`src/verilog/ntt_params_pkg.sv`:
```
// NTT parameter package
// Shared constants for the unmasked 2x2 butterfly array working
// modulo q = 8380417 with 23-bit coefficients. Holds the modulus,
// the Barrett constant, the operation mode encoding and the
// pipeline latencies of the multiplier, one butterfly unit and
// the two chained stages.

package ntt_params_pkg;

    // ------------------------------
    // Arithmetic constants
    // ------------------------------

    // Coefficient width, every value on a port is below NTT_Q
    localparam int COEFF_W = 23;

    // Modulus, 2^23 - 2^13 + 1
    localparam logic [COEFF_W-1:0] NTT_Q = 23'd8380417;

    // Barrett constant floor(2^46 / NTT_Q)
    // One bit wider than a coefficient since it sits just above 2^23
    localparam logic [COEFF_W:0] BARRETT_MU = 24'd8396807;

    // ------------------------------
    // Operation modes
    // ------------------------------

    // ct   Cooley-Tukey butterfly, forward transform
    // gs   Gentleman-Sande butterfly, inverse transform
    // pwm  Pointwise multiply, with optional accumulate
    // pwa  Pointwise add
    // pws  Pointwise subtract
    typedef enum logic [2:0] {
        ct  = 3'd0,
        gs  = 3'd1,
        pwm = 3'd2,
        pwa = 3'd3,
        pws = 3'd4
    } ntt_mode_e;

    // ------------------------------
    // Pipeline latencies in cycles
    // ------------------------------

    // Product register, Barrett estimate, final correction
    localparam int MULT_LAT = 3;

    // One butterfly unit, same in every mode
    localparam int BF_LAT = MULT_LAT + 1;

    // Two chained butterfly stages for ct and gs
    localparam int BF2X2_LAT = 2 * BF_LAT;

endpackage

```
`src/verilog/ntt_mod_mult.sv`:
```
// Modular multiplier
// Computes a * b mod q with Barrett reduction in a three stage
// pipeline. A new operand pair can enter every cycle and the
// reduced product leaves MULT_LAT cycles later.

`timescale 1ns/1ns

module ntt_mod_mult (
    input  logic                               clk,
    input  logic                               reset_n,
    input  logic                               zeroize_i,
    input  logic [ntt_params_pkg::COEFF_W-1:0] a_i,
    input  logic [ntt_params_pkg::COEFF_W-1:0] b_i,
    output logic [ntt_params_pkg::COEFF_W-1:0] p_o
);

    localparam int W = ntt_params_pkg::COEFF_W;

    // Modulus widened to the remainder width
    localparam logic [W+1:0] Q_EXT = {2'b00, ntt_params_pkg::NTT_Q};

    // Full product, below q^2 so it fits in 2W bits
    logic [2*W-1:0] prod_q;

    // Barrett estimate and the low product bits it is checked against
    logic [2*W+1:0] est_full;
    logic [W:0]     qhat_q;
    logic [W+1:0]   low_q;

    // Remainder before and after the two corrections
    logic [2*W:0]   qq_full;
    logic [W+1:0]   r0;
    logic [W+1:0]   r1;
    logic [W+1:0]   r2;
    logic [W-1:0]   p_q;

    // ------------------------------
    // Combinational parts
    // ------------------------------

    // Estimate floor(floor(x / 2^22) * mu / 2^24)
    // Undershoots the true quotient by at most two
    assign est_full = prod_q[2*W-1:W-1] * ntt_params_pkg::BARRETT_MU;

    // Remainder is below 3q, so 25 low bits carry it exactly
    assign qq_full = qhat_q * ntt_params_pkg::NTT_Q;
    assign r0      = low_q - qq_full[W+1:0];

    // Up to two subtractions of q bring it into [0, q)
    assign r1 = (r0 >= Q_EXT) ? (r0 - Q_EXT) : r0;
    assign r2 = (r1 >= Q_EXT) ? (r1 - Q_EXT) : r1;

    // ------------------------------
    // Pipeline registers
    // ------------------------------
    always_ff @(posedge clk or negedge reset_n) begin
        if (!reset_n) begin
            prod_q <= '0;
            qhat_q <= '0;
            low_q  <= '0;
            p_q    <= '0;
        end else if (zeroize_i) begin
            prod_q <= '0;
            qhat_q <= '0;
            low_q  <= '0;
            p_q    <= '0;
        end else begin
            // Stage 1 full product
            prod_q <= a_i * b_i;
            // Stage 2 quotient estimate and low bits
            qhat_q <= est_full[2*W+1:W+1];
            low_q  <= prod_q[W+1:0];
            // Stage 3 reduced result
            p_q    <= r2[W-1:0];
        end
    end

    assign p_o = p_q;

endmodule

```
`src/verilog/ntt_butterfly.sv`:
```
// Butterfly unit
// One radix-2 unit for the ct and gs butterflies and the pointwise
// multiply, add and subtract modes. Modular add and subtract are
// done inline, the product comes from one Barrett multiplier, and
// delay registers line every mode up to BF_LAT cycles.

`timescale 1ns/1ns

module ntt_butterfly (
    input  logic                               clk,
    input  logic                               reset_n,
    input  logic                               zeroize_i,
    input  ntt_params_pkg::ntt_mode_e          mode_i,
    input  logic                               accumulate_i,
    input  logic [ntt_params_pkg::COEFF_W-1:0] u_i,
    input  logic [ntt_params_pkg::COEFF_W-1:0] v_i,
    input  logic [ntt_params_pkg::COEFF_W-1:0] w_i,
    output logic [ntt_params_pkg::COEFF_W-1:0] u_o,
    output logic [ntt_params_pkg::COEFF_W-1:0] v_o,
    output logic [ntt_params_pkg::COEFF_W-1:0] pw_res_o
);

    localparam int W        = ntt_params_pkg::COEFF_W;
    localparam int MULT_LAT = ntt_params_pkg::MULT_LAT;
    localparam int BF_LAT   = ntt_params_pkg::BF_LAT;

    // ------------------------------
    // Modular helpers
    // ------------------------------

    // Sum of two reduced values, one correction
    function automatic logic [W-1:0] mod_add(
        input logic [W-1:0] a,
        input logic [W-1:0] b
    );
        logic [W:0] s;
        logic [W:0] s_red;
        s     = {1'b0, a} + {1'b0, b};
        s_red = s - {1'b0, ntt_params_pkg::NTT_Q};
        return (s >= {1'b0, ntt_params_pkg::NTT_Q}) ? s_red[W-1:0] : s[W-1:0];
    endfunction

    // Difference of two reduced values, add q back on borrow
    function automatic logic [W-1:0] mod_sub(
        input logic [W-1:0] a,
        input logic [W-1:0] b
    );
        logic [W:0] d;
        d = {1'b0, a} - {1'b0, b};
        if (a < b) begin
            d = d + {1'b0, ntt_params_pkg::NTT_Q};
        end
        return d[W-1:0];
    endfunction

    // First stage add/sub, sum path also carries pwa and pws results
    logic [W-1:0] sum_d;
    logic [W-1:0] diff_q;
    logic [BF_LAT-2:0][W-1:0] sum_dly;

    // Balancing delays for u and w, index 0 is one cycle old
    logic [MULT_LAT-1:0][W-1:0] u_dly;
    logic [MULT_LAT-1:0][W-1:0] w_dly;

    // Multiplier operands and result
    logic [W-1:0] mult_a;
    logic [W-1:0] mult_b;
    logic [W-1:0] prod;

    // Final stage
    logic [W-1:0] u_res_d;
    logic [W-1:0] v_res_d;
    logic [W-1:0] pw_res_d;
    logic [W-1:0] u_res_q;
    logic [W-1:0] v_res_q;
    logic [W-1:0] pw_res_q;

    // pws uses the difference, gs and pwa the sum
    assign sum_d = (mode_i == ntt_params_pkg::pws) ? mod_sub(u_i, v_i) : mod_add(u_i, v_i);

    // ------------------------------
    // Multiplier operand select
    // ------------------------------
    always_comb begin
        case (mode_i)
            // gs multiplies one cycle late, after the difference is registered
            ntt_params_pkg::gs: begin
                mult_a = diff_q;
                mult_b = w_dly[0];
            end
            ntt_params_pkg::pwm: begin
                mult_a = u_i;
                mult_b = v_i;
            end
            default: begin
                mult_a = v_i;
                mult_b = w_i;
            end
        endcase
    end

    ntt_mod_mult mult_i (
        .clk       (clk),
        .reset_n   (reset_n),
        .zeroize_i (zeroize_i),
        .a_i       (mult_a),
        .b_i       (mult_b),
        .p_o       (prod)
    );

    // ------------------------------
    // Final stage results
    // ------------------------------
    always_comb begin
        u_res_d  = '0;
        v_res_d  = '0;
        pw_res_d = '0;
        case (mode_i)
            ntt_params_pkg::ct: begin
                u_res_d = mod_add(u_dly[MULT_LAT-1], prod);
                v_res_d = mod_sub(u_dly[MULT_LAT-1], prod);
            end
            // v result of gs is the product itself
            ntt_params_pkg::gs: begin
                u_res_d = sum_dly[BF_LAT-2];
            end
            ntt_params_pkg::pwm: begin
                pw_res_d = mod_add(prod, accumulate_i ? w_dly[MULT_LAT-1] : '0);
            end
            ntt_params_pkg::pwa, ntt_params_pkg::pws: begin
                pw_res_d = sum_dly[BF_LAT-2];
            end
            default: begin
                pw_res_d = '0;
            end
        endcase
    end

    always_ff @(posedge clk or negedge reset_n) begin
        if (!reset_n) begin
            diff_q   <= '0;
            sum_dly  <= '0;
            u_dly    <= '0;
            w_dly    <= '0;
            u_res_q  <= '0;
            v_res_q  <= '0;
            pw_res_q <= '0;
        end else if (zeroize_i) begin
            diff_q   <= '0;
            sum_dly  <= '0;
            u_dly    <= '0;
            w_dly    <= '0;
            u_res_q  <= '0;
            v_res_q  <= '0;
            pw_res_q <= '0;
        end else begin
            diff_q   <= mod_sub(u_i, v_i);
            sum_dly  <= {sum_dly[BF_LAT-3:0], sum_d};
            u_dly    <= {u_dly[MULT_LAT-2:0], u_i};
            w_dly    <= {w_dly[MULT_LAT-2:0], w_i};
            u_res_q  <= u_res_d;
            v_res_q  <= v_res_d;
            pw_res_q <= pw_res_d;
        end
    end

    assign u_o      = u_res_q;
    // Product register already lands at BF_LAT in gs
    assign v_o      = (mode_i == ntt_params_pkg::gs) ? prod : v_res_q;
    assign pw_res_o = pw_res_q;

endmodule

```
`config.mk`:
```
export PLATFORM = sky130hd
export DESIGN_NAME = ntt_butterfly
export DESIGN_NICKNAME = d
export VERILOG_FILES = /design/src/verilog/ntt_params_pkg.sv /design/src/verilog/ntt_mod_mult.sv /design/src/verilog/ntt_butterfly.sv
export SDC_FILE = /design/constraint.sdc
export NUM_CORES = 2
export LEC_CHECK = 0
export ABC_CLOCK_PERIOD_IN_PS = 22900
export BUFFER_PORTS_ARGS = -buffer_cell sky130_fd_sc_hd__buf_2
export CORE_MARGIN = 2
export CORE_UTILIZATION = 50
export DETAILED_ROUTE_END_ITERATION = 12
export GPL_TIMING_DRIVEN = 0
export HOLD_SLACK_MARGIN = 0.1
export PLACE_DENSITY_LB_ADDON = 0.05
export SETUP_SLACK_MARGIN = 0.15
export SYNTH_ARGS = -nofsm -noshare
export SYNTH_HDL_FRONTEND = slang
export SYNTH_HIERARCHICAL = 1
export SYNTH_SLANG_ARGS = --single-unit
```
`constraint.sdc`:
```
create_clock -name clk -period 22.9 [get_ports clk]
set_clock_uncertainty 0.2 [all_clocks]
set_input_delay 0 -clock clk [delete_from_list [all_inputs] [get_ports clk]]
set_output_delay 0 -clock clk [all_outputs]
set_load 0.02 [all_outputs]
```
Yosys cells after proc, flatten, opt, wreduce, memory -nomap -nowiden
Index checks and enable logic that the tools add are counted.
Storage, ports and cells
  word-level logic and storage cells: 72
  bits of input ports: 76
  register bits: 417
  output and inout port bits: 69
Operators by class
  magnitude comparators: 7
  multipliers: 3
  equality and inequality tests: 4
  multiplexer cells: 26
  $add $sub $neg: 13
  reductions and logical operators: 2
Operators by type and width (number)
  23-bit two-way mux: 15
  69-bit two-way mux: 3
  23-bit case mux with 2 select lines: 4
  23-bit subtractor (second input constant): 4
  23-bit by 23-bit adder with 24-bit output: 3
  24-bit by 23-bit >= comparator with 1-bit output (second input constant): 3
  25-bit by 23-bit >= comparator with 1-bit output (second input constant): 2
  25-bit two-way mux: 2
  24-bit by 24-bit multiplier with 48-bit output (second input constant): 1
  23-bit adder (second input constant): 2
  23-bit less-than comparator: 2
  23-bit by 23-bit multiplier with 46-bit output: 1
  46-bit two-way mux: 1
  23-bit subtractor: 2
  24-bit by 23-bit multiplier with 25-bit output (second input constant): 1
  25-bit by 23-bit subtractor with 25-bit output (second input constant): 1
  25-bit subtractor: 1
  24-bit two-way mux: 1
  3-bit by 2-bit == test with 1-bit output (second input constant): 2
  3-bit by 1-bit == test with 1-bit output (second input constant): 1
  3-bit == test (second input constant): 1
  3-bit logical NOT: 1
  2-bit OR reduction: 1

Longest topological paths before layout
  depth in word-level cells: 7
  gate-level depth with buffers: 37
  mapped depth without buffers: 35

By module
The synthesis kept the hierarchy.
Modules (own cells, without submodules)
  ntt_mod_mult: seq. area each 2952.8 sq um, cells an instance 3323, area an instance 30097.6 sq um, times used 1
  ntt_butterfly: seq. area each 7482.2 sq um, cells an instance 2281, area an instance 20335.8 sq um, times used 1

Worst setup path before layout
No wires, ideal clock.
  path type: input to register
  from: input port mode_i[0]
  to: register mult_i.prod_q[45]
  path slack: 14.512 ns
  stages: 32
  buffers on the path: 3
  required time: 22.568 ns
  library setup time: 0.132 ns
  arrival: 8.056 ns
  path through: nor3b_1 > clkbuf_1 > buf_1 > a22oi_1 > nand2_1 > clkbuf_1 > nand2_1 > fa_1 > fa_1 > inv_1 > fa_1 > inv_1 > fa_1 > inv_1 > fa_1 > inv_1 > fa_1 > inv_1 > fa_1 > ha_1 > a21o_1 > or3_1 > a211oi_1 > nor2_1 > a311o_1 > a31oi_1 > a211o_1 > a31oi_1 > a41o_1 > a311oi_1 > xnor2_1 > nor2_1
On the way
  word-level cells in the longest chain between the ends: 4
  elaborated cells between the ends (all ways): 6
  those cells by class: mul: 1; eq/ne: 2; mux: 3
RTL lines
  start, declared: RTL line ntt_butterfly.sv:13  | input ntt_params_pkg::ntt_mode_e mode_i,
  3-bit by 2-bit == test with 1-bit output or 3-bit by 1-bit == test with 1-bit output (tied branches): RTL line ntt_butterfly.sv:85  | case (mode_i)
  23-bit case mux with 2 select lines (*): RTL line ntt_butterfly.sv:85
  via mult_b[2]: RTL line ntt_butterfly.sv:67  | logic [W-1:0] mult_b;
  23-bit by 23-bit multiplier with 46-bit output (*): RTL line ntt_mod_mult.sv:69  | prod_q <= a_i * b_i;
  46-bit two-way mux (*): RTL line ntt_mod_mult.sv:62  | end else if (zeroize_i) begin
  end signal, assigned: RTL line ntt_mod_mult.sv:69
  end, declared: RTL line ntt_mod_mult.sv:23  | logic [2*W-1:0] prod_q;
Mark *: on every way through the listed nets, which the timed path passes. The rest lies on a longest branch.

Worst setup path after layout
  from: input port mode_i[0]
  to: register mult_i.prod_q[42]
On the way
  word-level cells in the longest chain between the ends: 4
  elaborated cells between the ends (all ways): 6
  those cells by class: mul: 1; eq/ne: 2; mux: 3
RTL lines
  3-bit by 2-bit == test with 1-bit output or 3-bit by 1-bit == test with 1-bit output (tied branches): RTL line ntt_butterfly.sv:85
  23-bit case mux with 2 select lines (*): RTL line ntt_butterfly.sv:85
  via mult_a[13]: RTL line ntt_butterfly.sv:66  | logic [W-1:0] mult_a;
  23-bit by 23-bit multiplier with 46-bit output (*): RTL line ntt_mod_mult.sv:69
  46-bit two-way mux (*): RTL line ntt_mod_mult.sv:62
Marked as above.

==> metrics <==
outcome finished, final reports clean; Post-Synth Simple-Gate Area 0.186; share of the synthesized area in the top cell type 0.214; design area 55500 um^2; CP max stage cell nor3_1; CP endpoint kind flop; R2R depth 28; IO buf count 144; Root Buffer clkbuf_16; wire length per cell 23.4 um; Hold Path Cell Cnt 3; Total GRT Usage 0.330; Seq/Total Area, Yosys 0.207; CTS Buf Count 46; register bit total from synthesis 417; NumNets Final 7064; HP Class in -> reg; WP data required 23180 ps; DP Wirelength 140000 um; most numerous cell in the Yosys netlist inv_1; pin count of the biggest net entering global routing 124; First-pass DRT Iterations 5; GRT overflow 0; Clock Latency Late Sink 620 ps; Clock H-tree levels 2; Total Routed Length 170000 um; data arrival time of the critical path 12140 ps; portion of netlist area occupied by mux cells 0.00965; adder-cell area share of the yosys netlist 0.350; vias per cell 5.74; Final period util 0.518; Cells after Synth 5604; Area after DPL 52900 um^2; critical path class in -> reg; most frequent CP cell fa_1; Core Rows 116; vias in the first global route 41100; final hold slack 171 ps; top_reg_cell synth dfrtp_1; Area Overhead vs Synth 10.0%; core box area 100000 um^2; Setup TNS 0 ps; asr flop ratio synth 1.00; Mean Syn Cell Area 9.00 um^2; HP Start u_i[3]; die area 103000 um^2; Rel. slew slack 0.125; Hold Fails Final Rpt 0; via count 41600; sink of the worst hold path u_dly[3]$_DFF_PN0_; gpl congestion 0.973; Net Count, Synth 6768; crit path max fanout 10; 1st-iter DRT viols 3441; IO Count 145; first-pass GRT wire length 255000 um; Post-CTS Setup Bufs 0; minimum clock period 11850 ps; Worst setup SP type primary input; r2r setup slk 13300 ps; remaining antenna violation count 0; Area contributors post-synth fa_1 (21%), dfrtp_1 (21%), ha_1 (14%); Tightest Pin Transition 1310 ps; EDFF count, synth 0; Synth Area in Compound Gates 0.119; Yosys cell types 116; Max Clk Rate 0.0844 GHz; most frequent cells after synthesis inv_1 (792), nand2_1 (644), ha_1 (548); Starting Density 0.504; total of max-cap violations 0; synth warn 6; Slew Limit Fails 0; layout cell share with drive strength beyond 1 0.0628; Sink Count 417; Final setup viols 0; r2r endpoint mult_i/prod_q[42]$_DFF_PN0_; largest family of logic cells by synthesized area adder cells; CTS tree done; critical path's largest stage delay 770 ps; DRC 0; Post-Syn Area 50400 um^2; worst reg2reg path startpoint diff_q[8]$_DFF_PN0_; CTS clk-pin slew, worst paths 60 ps; initial antenna violation count 23; unrepaired setup endpoints after global routing no; post-synthesis xor/xnor area fraction 0.0491; buffer levels on the longest clock path 3; largest area contributor in the netlist fa_1; die width 322 um; die height 322 um
[cell type report]
| type | count | area (um^2) |
|---|---|---|
| well taps | 1298 | 1620 |
| fillers | 9313 | 44500 |
| clock buffers | 60 | 1290 |
| inverters | 794 | 2980 |
| multi-input cells | 4148 | 36000 |
| clock inverters | 26 | 264 |
| repair buffers | 248 | 1840 |
| diodes | 9 | 22.5 |
| plain buffers | 245 | 990 |
| flip-flops and latches | 417 | 10400 |
[cells by family (layout without fill, tap and decap cells)]
logic type,after synthesis,count (layout)
xor gates and xnor gates,281,281
adders and majority gates,1088,1088
other,0,9
and+or+nand+nor,1874,1874
DFF,417,417
muxes,45,45
buffers and inverters,1039,1373
AOI/OAI and AO/OA,860,860
[worst max path at each step]
stage | slack [ps] | startpoint | endpoint | depth (start not counted)
final | 11050 | mode_i[0] | mult_i/prod_q[42]$_DFF_PN0_ | 34
after global placement | 11400 | mode_i[0] | mult_i/prod_q[42]$_DFF_PN0_ | 33
after detailed placement | 11340 | mode_i[1] | mult_i/prod_q[45]$_DFF_PN0_ | 33
after CTS | 11410 | mode_i[0] | mult_i/prod_q[42]$_DFF_PN0_ | 34
after floorplan | 14510 | mode_i[0] | mult_i/prod_q[45]$_DFF_PN0_ | 32
after global routing | 10680 | mode_i[0] | mult_i/prod_q[42]$_DFF_PN0_ | 34
[sequential cells by signal, indices dropped and copies added (netlist names)]
signal	flops
mult_i/prod_q	46
u_dly	69
diff_q	23
mult_i/qhat_q	24
mult_i/low_q	25
mult_i/p_o	23
w_dly	69
v_res_q	23
u_o	23
pw_res_o	23
sum_dly	69
[routing by layer]
| metal | vias to the layer above | wire (um) | global-route usage |
|---|---|---|---|
| met3 | 342 | 14300 | 0.0697 |
| met5 | - | 108 | 0 |
| met4 | 16 | 7480 | 0.128 |
| met2 | 1606 | 73700 | 0.503 |
| li1 | 19000 | - | - |
| met1 | 20600 | 74300 | 0.462 |
[metrics by stage]
step / util / cells / worst slack, ps
2_1_floorplan: - / 5604 / 14510
3_3_place_gp: 0.528 / 7046 / 11400
3_5_place_dp: 0.529 / 7049 / 11340
4_1_cts: 0.555 / 7236 / 11410
5_1_grt: 0.555 / 7236 / 10680
6_report: 0.555 / 7245 / 11050
[placed cells by master (no fill, tap or decap), types with 185 or more instances in the layout]
cell      instances
a21oi_1         218
and2_1          194
clkbuf_1        210
dfrtp_1         417
fa_1            540
ha_1            548
inv_1           792
nand2_1         644
nor2_1          303
nor2b_1         252
xnor2_1         185
[worst max-delay path, delay by kind of cell]
kind,cells,cell delay [ps]
xor+xnor,1,170
buf+inv,10,3320
fa+ha+maj,8,3890
compound gates,10,3520
simple gates,5,1200
[timing repair]
item / CTS / global route
hold buffers: 101 / 0
endpoints found under the hold margin: 295 / 0
resized for setup: 0 / 0
Power is left out: the tool's default activity adds up to more than one toggle a clock period on the data nets, which glitch-free logic cannot reach.
